<file path="config.mk">
export PLATFORM = sky130hd
export DESIGN_NAME = decode_stage
export DESIGN_NICKNAME = d
export VERILOG_FILES = /design/src/common/decode_pkg.sv /design/src/decoder/instr_decoder.sv /design/src/logic/decode_pipe_reg.sv /design/src/logic/decode_stage.sv /design/src/logic/gpr_file.sv /design/src/logic/operand_gen.sv
export VERILOG_INCLUDE_DIRS = /design/src /design/src/common
export SDC_FILE = /design/constraint.sdc
export NUM_CORES = 2
export LEC_CHECK = 0
export BUFFER_PORTS_ARGS = -buffer_cell sky130_fd_sc_hd__buf_2
export CAP_MARGIN = 20
export CORE_MARGIN = 2
export CORE_UTILIZATION = 30
export DETAILED_ROUTE_END_ITERATION = 16
export GPL_ROUTABILITY_DRIVEN = 0
export PLACE_DENSITY = 0.5
export SLEW_MARGIN = 20
export SYNTH_ARGS = -nofsm -noshare
export SYNTH_HDL_FRONTEND = slang
export SYNTH_SLANG_ARGS = --single-unit
</file>
<file path="constraint.sdc">
create_clock -name clk_i -period 5.4 [get_ports clk_i]
set_input_delay 1.08 -clock clk_i [delete_from_list [all_inputs] [get_ports clk_i]]
set_output_delay 1.08 -clock clk_i [all_outputs]
set_load 0.01 [all_outputs]
</file>
<file path="src/common/decode_stage_config.svh">
// Decode stage configuration
// Widths fixed by the RV32I base ISA

`ifndef DECODE_STAGE_CONFIG_SVH
`define DECODE_STAGE_CONFIG_SVH

// Data word and PC width
`define XLEN 32

// Instruction word width
`define ILEN 32

// Register file geometry
`define GPR_ADDR_W 5
`define GPR_COUNT  32

`endif

</file>
<file path="src/common/decode_pkg.sv">
// Decode stage types
// Vector types for the datapath and enums for the decoded control fields

`default_nettype none

`include "decode_stage_config.svh"

package decode_pkg;

  typedef logic [`XLEN-1:0]       xlen_t;
  typedef logic [`ILEN-1:0]       instr_t;
  typedef logic [`GPR_ADDR_W-1:0] gpr_addr_t;

  // Major opcodes of the supported classes
  typedef enum logic [6:0] {
    OPC_OP     = 7'b0110011,
    OPC_OP_IMM = 7'b0010011,
    OPC_LUI    = 7'b0110111,
    OPC_AUIPC  = 7'b0010111,
    OPC_LOAD   = 7'b0000011,
    OPC_STORE  = 7'b0100011,
    OPC_BRANCH = 7'b1100011,
    OPC_JAL    = 7'b1101111,
    OPC_JALR   = 7'b1100111
  } opcode_e;

  typedef enum logic [1:0] {RS1_DATA, CURRENT_PC, ZERO} op1_sel_e;

  typedef enum logic [1:0] {RS2_DATA, IMM_I, IMM_U, NEXT_PC} op2_sel_e;

  typedef enum logic [4:0] {
    ALU_ADD, ALU_SUB, ALU_XOR, ALU_OR, ALU_AND,
    ALU_SLL, ALU_SRL, ALU_SRA, ALU_SLT, ALU_SLTU,
    // Branch compares
    ALU_EQ, ALU_NE, ALU_LT, ALU_GE, ALU_LTU, ALU_GEU
  } alu_op_e;

  // Same encoding as load/store funct3
  typedef enum logic [2:0] {
    LB  = 3'b000,
    LH  = 3'b001,
    LW  = 3'b010,
    LBU = 3'b100,
    LHU = 3'b101
  } mem_size_e;

  typedef enum logic {WB_ALU, WB_LSU} wb_src_e;

endpackage

`default_nettype wire

</file>
<file path="src/decoder/instr_decoder.sv">
// Instruction decoder
// Turns opcode, funct3 and funct7 of an RV32I instruction into
// operand selects, ALU operation, memory and write-back controls

`default_nettype none

module instr_decoder (
  input  decode_pkg::instr_t    instr_i,
  output logic                  rs1_re_o,
  output logic                  rs2_re_o,
  output decode_pkg::op1_sel_e  op1_sel_o,
  output decode_pkg::op2_sel_e  op2_sel_o,
  output decode_pkg::alu_op_e   alu_op_o,
  output logic                  mem_req_o,
  output logic                  mem_we_o,
  output decode_pkg::mem_size_e mem_size_o,
  output logic                  load_o,
  output logic                  wb_we_o,
  output decode_pkg::wb_src_e   wb_src_o,
  output logic                  branch_o,
  output logic                  jal_o,
  output logic                  jalr_o
);

  logic [6:0] opcode;
  logic [2:0] funct3;
  logic       alt;

  assign opcode = instr_i[6:0];
  assign funct3 = instr_i[14:12];
  // funct7[5] selects SUB and SRA
  assign alt    = instr_i[30];

  function automatic decode_pkg::alu_op_e arith_op(logic [2:0] f3, logic sub_sra);
    case (f3)
      3'd0:    return sub_sra ? decode_pkg::ALU_SUB : decode_pkg::ALU_ADD;
      3'd1:    return decode_pkg::ALU_SLL;
      3'd2:    return decode_pkg::ALU_SLT;
      3'd3:    return decode_pkg::ALU_SLTU;
      3'd4:    return decode_pkg::ALU_XOR;
      3'd5:    return sub_sra ? decode_pkg::ALU_SRA : decode_pkg::ALU_SRL;
      3'd6:    return decode_pkg::ALU_OR;
      default: return decode_pkg::ALU_AND;
    endcase
  endfunction

  function automatic decode_pkg::alu_op_e branch_op(logic [2:0] f3);
    case (f3)
      3'd1:    return decode_pkg::ALU_NE;
      3'd4:    return decode_pkg::ALU_LT;
      3'd5:    return decode_pkg::ALU_GE;
      3'd6:    return decode_pkg::ALU_LTU;
      3'd7:    return decode_pkg::ALU_GEU;
      default: return decode_pkg::ALU_EQ;
    endcase
  endfunction

  assign mem_size_o = decode_pkg::mem_size_e'(funct3);
  assign load_o     = (opcode == decode_pkg::OPC_LOAD);

  always_comb begin
    rs1_re_o  = 1'b0;
    rs2_re_o  = 1'b0;
    op1_sel_o = decode_pkg::RS1_DATA;
    op2_sel_o = decode_pkg::RS2_DATA;
    alu_op_o  = decode_pkg::ALU_ADD;
    mem_req_o = 1'b0;
    mem_we_o  = 1'b0;
    wb_we_o   = 1'b0;
    wb_src_o  = decode_pkg::WB_ALU;
    branch_o  = 1'b0;
    jal_o     = 1'b0;
    jalr_o    = 1'b0;

    case (opcode)
      decode_pkg::OPC_OP: begin
        rs1_re_o = 1'b1;
        rs2_re_o = 1'b1;
        alu_op_o = arith_op(funct3, alt);
        wb_we_o  = 1'b1;
      end
      decode_pkg::OPC_OP_IMM: begin
        rs1_re_o  = 1'b1;
        op2_sel_o = decode_pkg::IMM_I;
        // No SUBI, only shifts look at funct7
        alu_op_o  = arith_op(funct3, alt & (funct3 == 3'd5));
        wb_we_o   = 1'b1;
      end
      decode_pkg::OPC_LOAD: begin
        rs1_re_o  = 1'b1;
        op2_sel_o = decode_pkg::IMM_I;
        mem_req_o = 1'b1;
        wb_we_o   = 1'b1;
        wb_src_o  = decode_pkg::WB_LSU;
      end
      decode_pkg::OPC_STORE: begin
        rs1_re_o  = 1'b1;
        rs2_re_o  = 1'b1;
        mem_req_o = 1'b1;
        mem_we_o  = 1'b1;
      end
      decode_pkg::OPC_LUI: begin
        op1_sel_o = decode_pkg::ZERO;
        op2_sel_o = decode_pkg::IMM_U;
        wb_we_o   = 1'b1;
      end
      decode_pkg::OPC_AUIPC: begin
        op1_sel_o = decode_pkg::CURRENT_PC;
        op2_sel_o = decode_pkg::IMM_U;
        wb_we_o   = 1'b1;
      end
      decode_pkg::OPC_BRANCH: begin
        rs1_re_o = 1'b1;
        rs2_re_o = 1'b1;
        alu_op_o = branch_op(funct3);
        branch_o = 1'b1;
      end
      decode_pkg::OPC_JAL: begin
        op1_sel_o = decode_pkg::ZERO;
        op2_sel_o = decode_pkg::NEXT_PC;
        wb_we_o   = 1'b1;
        jal_o     = 1'b1;
      end
      decode_pkg::OPC_JALR: begin
        rs1_re_o  = 1'b1;
        op2_sel_o = decode_pkg::NEXT_PC;
        wb_we_o   = 1'b1;
        jalr_o    = 1'b1;
      end
      default: ;
    endcase
  end

  // At most one control-flow class per instruction
  assert final ($onehot0({branch_o, jal_o, jalr_o}))
    else $error("instr_decoder: several control-flow strobes at once");

endmodule

`default_nettype wire

</file>
<file path="src/logic/decode_pipe_reg.sv">
// Decode to execute pipeline register
// Captures an accepted instruction when not stalled, kill drops valid

`default_nettype none

module decode_pipe_reg (
  input  logic                  clk_i,
  input  logic                  arstn_i,
  input  logic                  f_valid_i,
  input  logic                  cu_stall_f_i,
  input  logic                  cu_stall_d_i,
  input  logic                  cu_kill_d_i,
  input  decode_pkg::xlen_t     op1_i,
  input  decode_pkg::xlen_t     op2_i,
  input  decode_pkg::xlen_t     mem_addr_i,
  input  decode_pkg::xlen_t     mem_data_i,
  input  decode_pkg::xlen_t     target_pc_i,
  input  decode_pkg::xlen_t     next_pc_i,
  input  decode_pkg::alu_op_e   alu_op_i,
  input  logic                  mem_req_i,
  input  logic                  mem_we_i,
  input  decode_pkg::mem_size_e mem_size_i,
  input  logic                  wb_we_i,
  input  decode_pkg::gpr_addr_t rd_addr_i,
  input  decode_pkg::wb_src_e   wb_src_i,
  input  logic                  branch_i,
  input  logic                  jal_i,
  input  logic                  jalr_i,
  output logic                  d_valid_o,
  output decode_pkg::xlen_t     d_op1_o,
  output decode_pkg::xlen_t     d_op2_o,
  output decode_pkg::xlen_t     d_mem_addr_o,
  output decode_pkg::xlen_t     d_mem_data_o,
  output decode_pkg::xlen_t     d_target_pc_o,
  output decode_pkg::xlen_t     d_next_pc_o,
  output decode_pkg::alu_op_e   d_alu_op_o,
  output logic                  d_mem_req_o,
  output logic                  d_mem_we_o,
  output decode_pkg::mem_size_e d_mem_size_o,
  output logic                  d_wb_we_o,
  output decode_pkg::gpr_addr_t d_rd_addr_o,
  output decode_pkg::wb_src_e   d_wb_src_o,
  output logic                  d_branch_o,
  output logic                  d_jal_o,
  output logic                  d_jalr_o,
  output logic                  d_br_j_taken_o
);

  logic accept;
  logic load;

  assign accept = f_valid_i & ~cu_stall_f_i;
  assign load   = accept & ~cu_stall_d_i;

  always_ff @(posedge clk_i or negedge arstn_i) begin
    if (!arstn_i) begin
      d_valid_o <= 1'b0;
    end else if (cu_kill_d_i) begin
      d_valid_o <= 1'b0;
    end else if (!cu_stall_d_i) begin
      d_valid_o <= accept;
    end
  end

  // Control strobes
  always_ff @(posedge clk_i or negedge arstn_i) begin
    if (!arstn_i) begin
      d_mem_req_o    <= 1'b0;
      d_wb_we_o      <= 1'b0;
      d_branch_o     <= 1'b0;
      d_jal_o        <= 1'b0;
      d_jalr_o       <= 1'b0;
      d_br_j_taken_o <= 1'b0;
    end else if (load) begin
      d_mem_req_o    <= mem_req_i;
      d_wb_we_o      <= wb_we_i;
      d_branch_o     <= branch_i;
      d_jal_o        <= jal_i;
      d_jalr_o       <= jalr_i;
      d_br_j_taken_o <= jal_i | jalr_i;
    end
  end

  // Payload
  always_ff @(posedge clk_i) begin
    if (load) begin
      d_op1_o       <= op1_i;
      d_op2_o       <= op2_i;
      d_mem_addr_o  <= mem_addr_i;
      d_mem_data_o  <= mem_data_i;
      d_target_pc_o <= target_pc_i;
      d_next_pc_o   <= next_pc_i;
      d_alu_op_o    <= alu_op_i;
      d_mem_we_o    <= mem_we_i;
      d_mem_size_o  <= mem_size_i;
      d_rd_addr_o   <= rd_addr_i;
      d_wb_src_o    <= wb_src_i;
    end
  end

  kill_clears_valid: assert property (
    @(posedge clk_i) disable iff (!arstn_i) cu_kill_d_i |=> !d_valid_o
  ) else $error("decode_pipe_reg: valid set after kill");

endmodule

`default_nettype wire

</file>
<file path="src/logic/decode_stage.sv">
// RV32I decode stage
// Decodes the fetched instruction, reads the register file, prepares
// operands, memory access and target PC, registered for execute

`default_nettype none

module decode_stage (
  input  logic                  clk_i,
  input  logic                  arstn_i,
  input  logic                  cu_kill_d_i,
  input  logic                  cu_stall_d_i,
  input  logic                  cu_stall_f_i,
  input  decode_pkg::instr_t    f_instr_i,
  input  decode_pkg::xlen_t     f_current_pc_i,
  input  decode_pkg::xlen_t     f_next_pc_i,
  input  logic                  f_valid_i,
  input  logic                  m_gpr_wr_en_i,
  input  decode_pkg::gpr_addr_t m_gpr_wr_addr_i,
  input  decode_pkg::xlen_t     m_gpr_wr_data_i,
  output logic                  d_valid_o,
  output decode_pkg::xlen_t     d_op1_o,
  output decode_pkg::xlen_t     d_op2_o,
  output decode_pkg::alu_op_e   d_alu_operation_o,
  output logic                  d_mem_req_o,
  output logic                  d_mem_we_o,
  output decode_pkg::mem_size_e d_mem_size_o,
  output decode_pkg::xlen_t     d_mem_addr_o,
  output decode_pkg::xlen_t     d_mem_data_o,
  output logic                  d_gpr_wr_en_o,
  output decode_pkg::gpr_addr_t d_gpr_wr_addr_o,
  output decode_pkg::wb_src_e   d_gpr_src_sel_o,
  output logic                  d_branch_o,
  output logic                  d_jal_o,
  output logic                  d_jalr_o,
  output logic                  d_br_j_taken_o,
  output decode_pkg::xlen_t     d_target_pc_o,
  output decode_pkg::xlen_t     d_next_pc_o,
  output decode_pkg::gpr_addr_t f_cu_rs1_addr_o,
  output logic                  f_cu_rs1_req_o,
  output decode_pkg::gpr_addr_t f_cu_rs2_addr_o,
  output logic                  f_cu_rs2_req_o
);

  decode_pkg::op1_sel_e  op1_sel;
  decode_pkg::op2_sel_e  op2_sel;
  decode_pkg::alu_op_e   alu_op;
  decode_pkg::mem_size_e mem_size;
  decode_pkg::wb_src_e   wb_src;
  logic                  mem_req, mem_we, load, wb_we;
  logic                  branch, jal, jalr;
  decode_pkg::xlen_t     rs1_data, rs2_data;
  decode_pkg::xlen_t     op1, op2, mem_addr, mem_data, target_pc;

  // Source fields go straight to the control unit for hazard checks
  assign f_cu_rs1_addr_o = f_instr_i[19:15];
  assign f_cu_rs2_addr_o = f_instr_i[24:20];

  instr_decoder i_decoder (
    .instr_i    (f_instr_i),      .rs1_re_o  (f_cu_rs1_req_o),
    .rs2_re_o   (f_cu_rs2_req_o), .op1_sel_o (op1_sel),
    .op2_sel_o  (op2_sel),        .alu_op_o  (alu_op),
    .mem_req_o  (mem_req),        .mem_we_o  (mem_we),
    .mem_size_o (mem_size),       .load_o    (load),
    .wb_we_o    (wb_we),          .wb_src_o  (wb_src),
    .branch_o   (branch),         .jal_o     (jal),
    .jalr_o     (jalr)
  );

  gpr_file i_gpr (
    .clk_i     (clk_i),           .arstn_i   (arstn_i),
    .wr_en_i   (m_gpr_wr_en_i),   .wr_addr_i (m_gpr_wr_addr_i),
    .wr_data_i (m_gpr_wr_data_i), .r1_addr_i (f_instr_i[19:15]),
    .r2_addr_i (f_instr_i[24:20]), .r1_data_o (rs1_data),
    .r2_data_o (rs2_data)
  );

  operand_gen i_operands (
    .instr_i      (f_instr_i),      .current_pc_i (f_current_pc_i),
    .next_pc_i    (f_next_pc_i),    .rs1_data_i   (rs1_data),
    .rs2_data_i   (rs2_data),       .op1_sel_i    (op1_sel),
    .op2_sel_i    (op2_sel),        .load_i       (load),
    .branch_i     (branch),         .jal_i        (jal),
    .jalr_i       (jalr),           .op1_o        (op1),
    .op2_o        (op2),            .mem_addr_o   (mem_addr),
    .mem_data_o   (mem_data),       .target_pc_o  (target_pc)
  );

  decode_pipe_reg i_pipe (
    .clk_i        (clk_i),          .arstn_i       (arstn_i),
    .f_valid_i    (f_valid_i),      .cu_stall_f_i  (cu_stall_f_i),
    .cu_stall_d_i (cu_stall_d_i),   .cu_kill_d_i   (cu_kill_d_i),
    .op1_i        (op1),            .op2_i         (op2),
    .mem_addr_i   (mem_addr),       .mem_data_i    (mem_data),
    .target_pc_i  (target_pc),      .next_pc_i     (f_next_pc_i),
    .alu_op_i     (alu_op),         .mem_req_i     (mem_req),
    .mem_we_i     (mem_we),         .mem_size_i    (mem_size),
    .wb_we_i      (wb_we),          .rd_addr_i     (f_instr_i[11:7]),
    .wb_src_i     (wb_src),         .branch_i      (branch),
    .jal_i        (jal),            .jalr_i        (jalr),
    .d_valid_o    (d_valid_o),      .d_op1_o       (d_op1_o),
    .d_op2_o      (d_op2_o),        .d_mem_addr_o  (d_mem_addr_o),
    .d_mem_data_o (d_mem_data_o),   .d_target_pc_o (d_target_pc_o),
    .d_next_pc_o  (d_next_pc_o),    .d_alu_op_o    (d_alu_operation_o),
    .d_mem_req_o  (d_mem_req_o),    .d_mem_we_o    (d_mem_we_o),
    .d_mem_size_o (d_mem_size_o),   .d_wb_we_o     (d_gpr_wr_en_o),
    .d_rd_addr_o  (d_gpr_wr_addr_o), .d_wb_src_o   (d_gpr_src_sel_o),
    .d_branch_o   (d_branch_o),     .d_jal_o       (d_jal_o),
    .d_jalr_o     (d_jalr_o),       .d_br_j_taken_o (d_br_j_taken_o)
  );

endmodule

`default_nettype wire

</file>
<file path="src/logic/gpr_file.sv">
// General purpose register file
// 32 words, two combinational read ports, one write port
// x0 is never written and always reads zero

`default_nettype none

`include "decode_stage_config.svh"

module gpr_file (
  input  logic                  clk_i,
  input  logic                  arstn_i,
  input  logic                  wr_en_i,
  input  decode_pkg::gpr_addr_t wr_addr_i,
  input  decode_pkg::xlen_t     wr_data_i,
  input  decode_pkg::gpr_addr_t r1_addr_i,
  input  decode_pkg::gpr_addr_t r2_addr_i,
  output decode_pkg::xlen_t     r1_data_o,
  output decode_pkg::xlen_t     r2_data_o
);

  decode_pkg::xlen_t regs [`GPR_COUNT];

  always_ff @(posedge clk_i or negedge arstn_i) begin
    if (!arstn_i) begin
      for (int i = 0; i < `GPR_COUNT; i++) begin
        regs[i] <= '0;
      end
    end else if (wr_en_i && (wr_addr_i != '0)) begin
      regs[wr_addr_i] <= wr_data_i;
    end
  end

  // No bypass, a same-cycle write shows up next cycle
  assign r1_data_o = regs[r1_addr_i];
  assign r2_data_o = regs[r2_addr_i];

  x0_stays_zero: assert property (
    @(posedge clk_i) disable iff (!arstn_i) regs[0] == '0
  ) else $error("gpr_file: x0 holds a nonzero value");

endmodule

`default_nettype wire

</file>
<file path="src/logic/operand_gen.sv">
// Operand generator
// Builds the immediates, selects the execute operands and precomputes
// the memory address, store data and jump/branch target

`default_nettype none

`include "decode_stage_config.svh"

module operand_gen (
  input  decode_pkg::instr_t   instr_i,
  input  decode_pkg::xlen_t    current_pc_i,
  input  decode_pkg::xlen_t    next_pc_i,
  input  decode_pkg::xlen_t    rs1_data_i,
  input  decode_pkg::xlen_t    rs2_data_i,
  input  decode_pkg::op1_sel_e op1_sel_i,
  input  decode_pkg::op2_sel_e op2_sel_i,
  input  logic                 load_i,
  input  logic                 branch_i,
  input  logic                 jal_i,
  input  logic                 jalr_i,
  output decode_pkg::xlen_t    op1_o,
  output decode_pkg::xlen_t    op2_o,
  output decode_pkg::xlen_t    mem_addr_o,
  output decode_pkg::xlen_t    mem_data_o,
  output decode_pkg::xlen_t    target_pc_o
);

  decode_pkg::xlen_t imm_i;
  decode_pkg::xlen_t imm_s;
  decode_pkg::xlen_t imm_b;
  decode_pkg::xlen_t imm_u;
  decode_pkg::xlen_t imm_j;

  //////////////////////////////////////////////////
  // Immediates
  //////////////////////////////////////////////////

  assign imm_i = {{(`XLEN-12){instr_i[31]}}, instr_i[31:20]};
  assign imm_s = {{(`XLEN-12){instr_i[31]}}, instr_i[31:25], instr_i[11:7]};
  assign imm_b = {{(`XLEN-13){instr_i[31]}}, instr_i[31], instr_i[7],
                  instr_i[30:25], instr_i[11:8], 1'b0};
  assign imm_u = {instr_i[31:12], 12'd0};
  assign imm_j = {{(`XLEN-21){instr_i[31]}}, instr_i[31], instr_i[19:12],
                  instr_i[20], instr_i[30:21], 1'b0};

  //////////////////////////////////////////////////
  // Operands and memory access
  //////////////////////////////////////////////////

  always_comb begin
    case (op1_sel_i)
      decode_pkg::RS1_DATA:   op1_o = rs1_data_i;
      decode_pkg::CURRENT_PC: op1_o = current_pc_i;
      default:                op1_o = '0;
    endcase
  end

  always_comb begin
    case (op2_sel_i)
      decode_pkg::RS2_DATA: op2_o = rs2_data_i;
      decode_pkg::IMM_I:    op2_o = imm_i;
      decode_pkg::IMM_U:    op2_o = imm_u;
      default:              op2_o = next_pc_i;
    endcase
  end

  assign mem_addr_o = op1_o + (load_i ? imm_i : imm_s);
  assign mem_data_o = op2_o;

  // Target PC, branch offset when nothing else applies
  always_comb begin
    case ({jalr_i, jal_i, branch_i})
      3'b100:  target_pc_o = op1_o + imm_i;
      3'b010:  target_pc_o = current_pc_i + imm_j;
      default: target_pc_o = current_pc_i + imm_b;
    endcase
  end

endmodule

`default_nettype wire

</file>
==> impl_metrics.ini <==
[clock_tree]
root_buffer = clkbuf_16
cts_made_buffers = 135
cts.sinks = 1205
cts_max_level = 4
max-clock-path-buffers = 3
clk_latency_ps = 790
cts_hold_buf = 0
path_clk_slew_ps = 60
cts_tree = yes

[timing]
finalSetupViolCount = 0
whs_ps = 318
max_freq_mhz = 193
fin_crit_sh_pct = 96.1
slew_violations = 0
setup_slack_ps = 208
slew_headroom_pct = 25.1
worst_pin_slew_ps = 1120
finalClockSkew_ps = 23.0
finalHoldViolCount = 0
period_needed_ps = 5190
rsz0062_at_grt = no

[synthesis]
netlist_instances = 4318
synth_warnings = 0
netlist_top_cells_area = dfrtp_1 (40%), mux4_2 (22%), mux2_2 (17%)
synth_commonest_cells = dfrtp_1 (1031), mux2_2 (1003), mux4_2 (635), clkbuf_1 (316), nand2_1 (188)
yosysSeqAreaShare_pct = 47.7
syn_avg_cell_area_sq_um = 15.1
ys_types = 77
netlist_area_sq_um = 65000
synth_edf_count = 174
synth-main-ff-cell = dfrtp_1
synth_top_area_cell = dfrtp_1
ys_ff_latch = 1205
synthArstFlopShare_pct = 85.6
syn-num-nets = 4525
post-synth-top-count-cell = dfrtp_1
synth.top_cell.area_share_pct = 39.7

[placed_design]
dpl-instance-area_sq_um = 72600
pre_cts_ws_ps = -739
hpwl_mm = 151
port_buffers = 364

[detailed_routing]
wirelength_mm = 233
via_per_inst = 5.46
firstDrtPassIters = 5
drc = 0
wire_per_inst_um = 30.2
antenna_left = 0
dr.first_iter.drc_count = 3320
vias = 42100

[power_and_ir_drop]
p_seq_share_pct = 41.3
p_sw_w = 0.00830
clkPwrFrac_pct = 33.0
combinationalPowerShare_pct = 25.8
p_int_w = 0.0207
p_leak_nw = 32.8
vdd_drop_max_uv = 373
p_per_area_nw_per_um2 = 376
sw_frac_of_total_pct = 28.6

[global_routing]
grt_pass1_vias = 43600
antenna_found_initial = 37
grt_pass1_wl_mm = 335
grt_max_degree = 158
grt-ovfl-total = 0
grt_usage_pct = 21.0

[floorplan]
die_width_um = 470
die_area_sq_um = 221000
io_pins = 366
core_region_area_sq_um = 215000
fp-row-count = 170
dieHeight_um = 470
start_util_pct = 30.2

[worst_setup_path]
slowest_stage = mux4_2
r2r_slack_ps = 430
critPathMaxFanout = 19
cp_data_required_time_ps = 5930
regToRegEndpoint = i_pipe.d_target_pc_o[30]$_DFFE_PP_
worst_path_largest_cell_delay_ps = 540
path_buf_inv = 3
critPathLaunchType = input pin
reg2reg_from = i_gpr.regs[256]$_DFFE_PN0P_
crit_type = in2reg
path_cells = buf_8, mux4_2, mux4_2, mux2i_2, buf_4, o21ai_0, ha_1, inv_1, fa_1, nor2b_1, o21ai_0, nand2b_1, o2111a_1, a31oi_1, nand3b_1, a21bo_2, a21oi_1, xor2_1, mux2i_1
crit_family = multiplexers
end_kind = flip-flop
cp.arrival_ps = 5720
worst_r2r_path_depth = 18

[finish]
syn_to_final_growth_pct = 18.5
finalInstanceArea_sq_um = 77100
drive_gt1_share_pct = 55.6
nets = 4978
post-route-util_pct = 35.9

[status]
status = complete, no violations

[job]
cap_violations = 0

[min_path]
holdCritPathClass = in2async
cells in the final DEF (no fill, tap or decap), drive strengths merged, types with 9 or more instances in the layout:
master,count
dfrtp,1031
mux2,1003
buf,788
mux4,635
clkbuf,192
nand2,188
edfxtp,174
o21ai,126
a21oi,107
nor2,85
ha,64
mux2i,62
xnor2,61
a21o,34
xor2,26
o21a,24
clkinv,23
inv,22
o21bai,19
nand3,17
and3,11
nor3,11
bufinv,10
a31oi,10
a31o,9
o31ai,9
nand4,9
repair_timing:
action / CTS / global route
gates resized for setup: 0 / 1
endpoints found under the setup margin: 0 / 18
setup buffers: 0 / 0
registers in the layout (all words and copies together), names as in the netlist, 3 cells and up:
register	flops
i_pipe.d_mem_addr_o	32
i_pipe.d_rd_addr_o	5
i_gpr.regs	1024
i_pipe.d_target_pc_o	32
i_pipe.d_mem_size_o	3
i_pipe.d_op1_o	32
i_pipe.d_next_pc_o	32
i_pipe.d_op2_o	32
i_pipe.d_alu_op_o	4
worst max-delay path by stage:
stage / startpoint / endpoint / slack, ps / cells past startpoint
finish: f_instr_i[15] / i_pipe.d_target_pc_o[30]$_DFFE_PP_ / 210 / 19
CTS: f_instr_i[15] / i_pipe.d_target_pc_o[30]$_DFFE_PP_ / 110 / 19
global placement: f_instr_i[15] / i_pipe.d_target_pc_o[30]$_DFFE_PP_ / -710 / 19
global route: f_instr_i[15] / i_pipe.d_target_pc_o[30]$_DFFE_PP_ / 3 / 19
detailed placement: f_instr_i[15] / i_pipe.d_target_pc_o[30]$_DFFE_PP_ / -740 / 19
floorplan: f_instr_i[16] / i_pipe.d_target_pc_o[31]$_DFFE_PP_ / -10 / 20
stage by stage:
step           power [W]  instances  TNS, ps
6_report          0.0290       7712        0
5_1_grt           0.0302       7710        0
4_1_cts           0.0292       7707        0
3_5_place_dp      0.0196       7472   -24770
3_3_place_gp      0.0194       7471   -22900
2_1_floorplan     0.0165       4318    -11.4
area by class of cell:
cell class                      instances  area (sq um)
Inverter                               20          81.3
Fill cell                           20600        138000
Clock buffer                          192          4000
Clock inverter                         43           508
Multi-Input combinational cell       2621         32200
Sequential cell                      1205         31000
Antenna cell                            5          12.5
Timing Repair Buffer                  788          5690
Tap cell                             2838          3550
power by group through the flow:
stage / Clock [W] / Combinational (W) / Sequential (W)
6_report: 0.00956 / 0.00746 / 0.0120
3_5_place_dp: 0 / 0.00747 / 0.0121
4_1_cts: 0.00977 / 0.00749 / 0.0119
3_3_place_gp: 0 / 0.00739 / 0.0120
5_1_grt: 0.0101 / 0.00795 / 0.0122
2_1_floorplan: 0 / 0.00473 / 0.0117
layer usage:
metal	share of wire, %	global-route usage, %
met2	47	34.0
met4	4.1	8.11
met5	0.041	0
met1	44	28.3
met3	4.8	3.29
kinds of logic (layout without fill, tap and decap cells):
family,after synthesis,after routing,synth area share [%]
flip-flops,1205,1205,47.7
other,1,6,0.00577
multiplexers,1700,1700,40.3
XOR/XNOR,87,87,1.17
AND/OR/NAND/NOR,366,366,2.48
adder cells (fa/ha/maj),70,70,1.37
buffers and inverters,492,1043,3.14
AO/OA/AOI/OAI,397,397,3.83
Note: power is estimated with default switching activity, not from simulation.
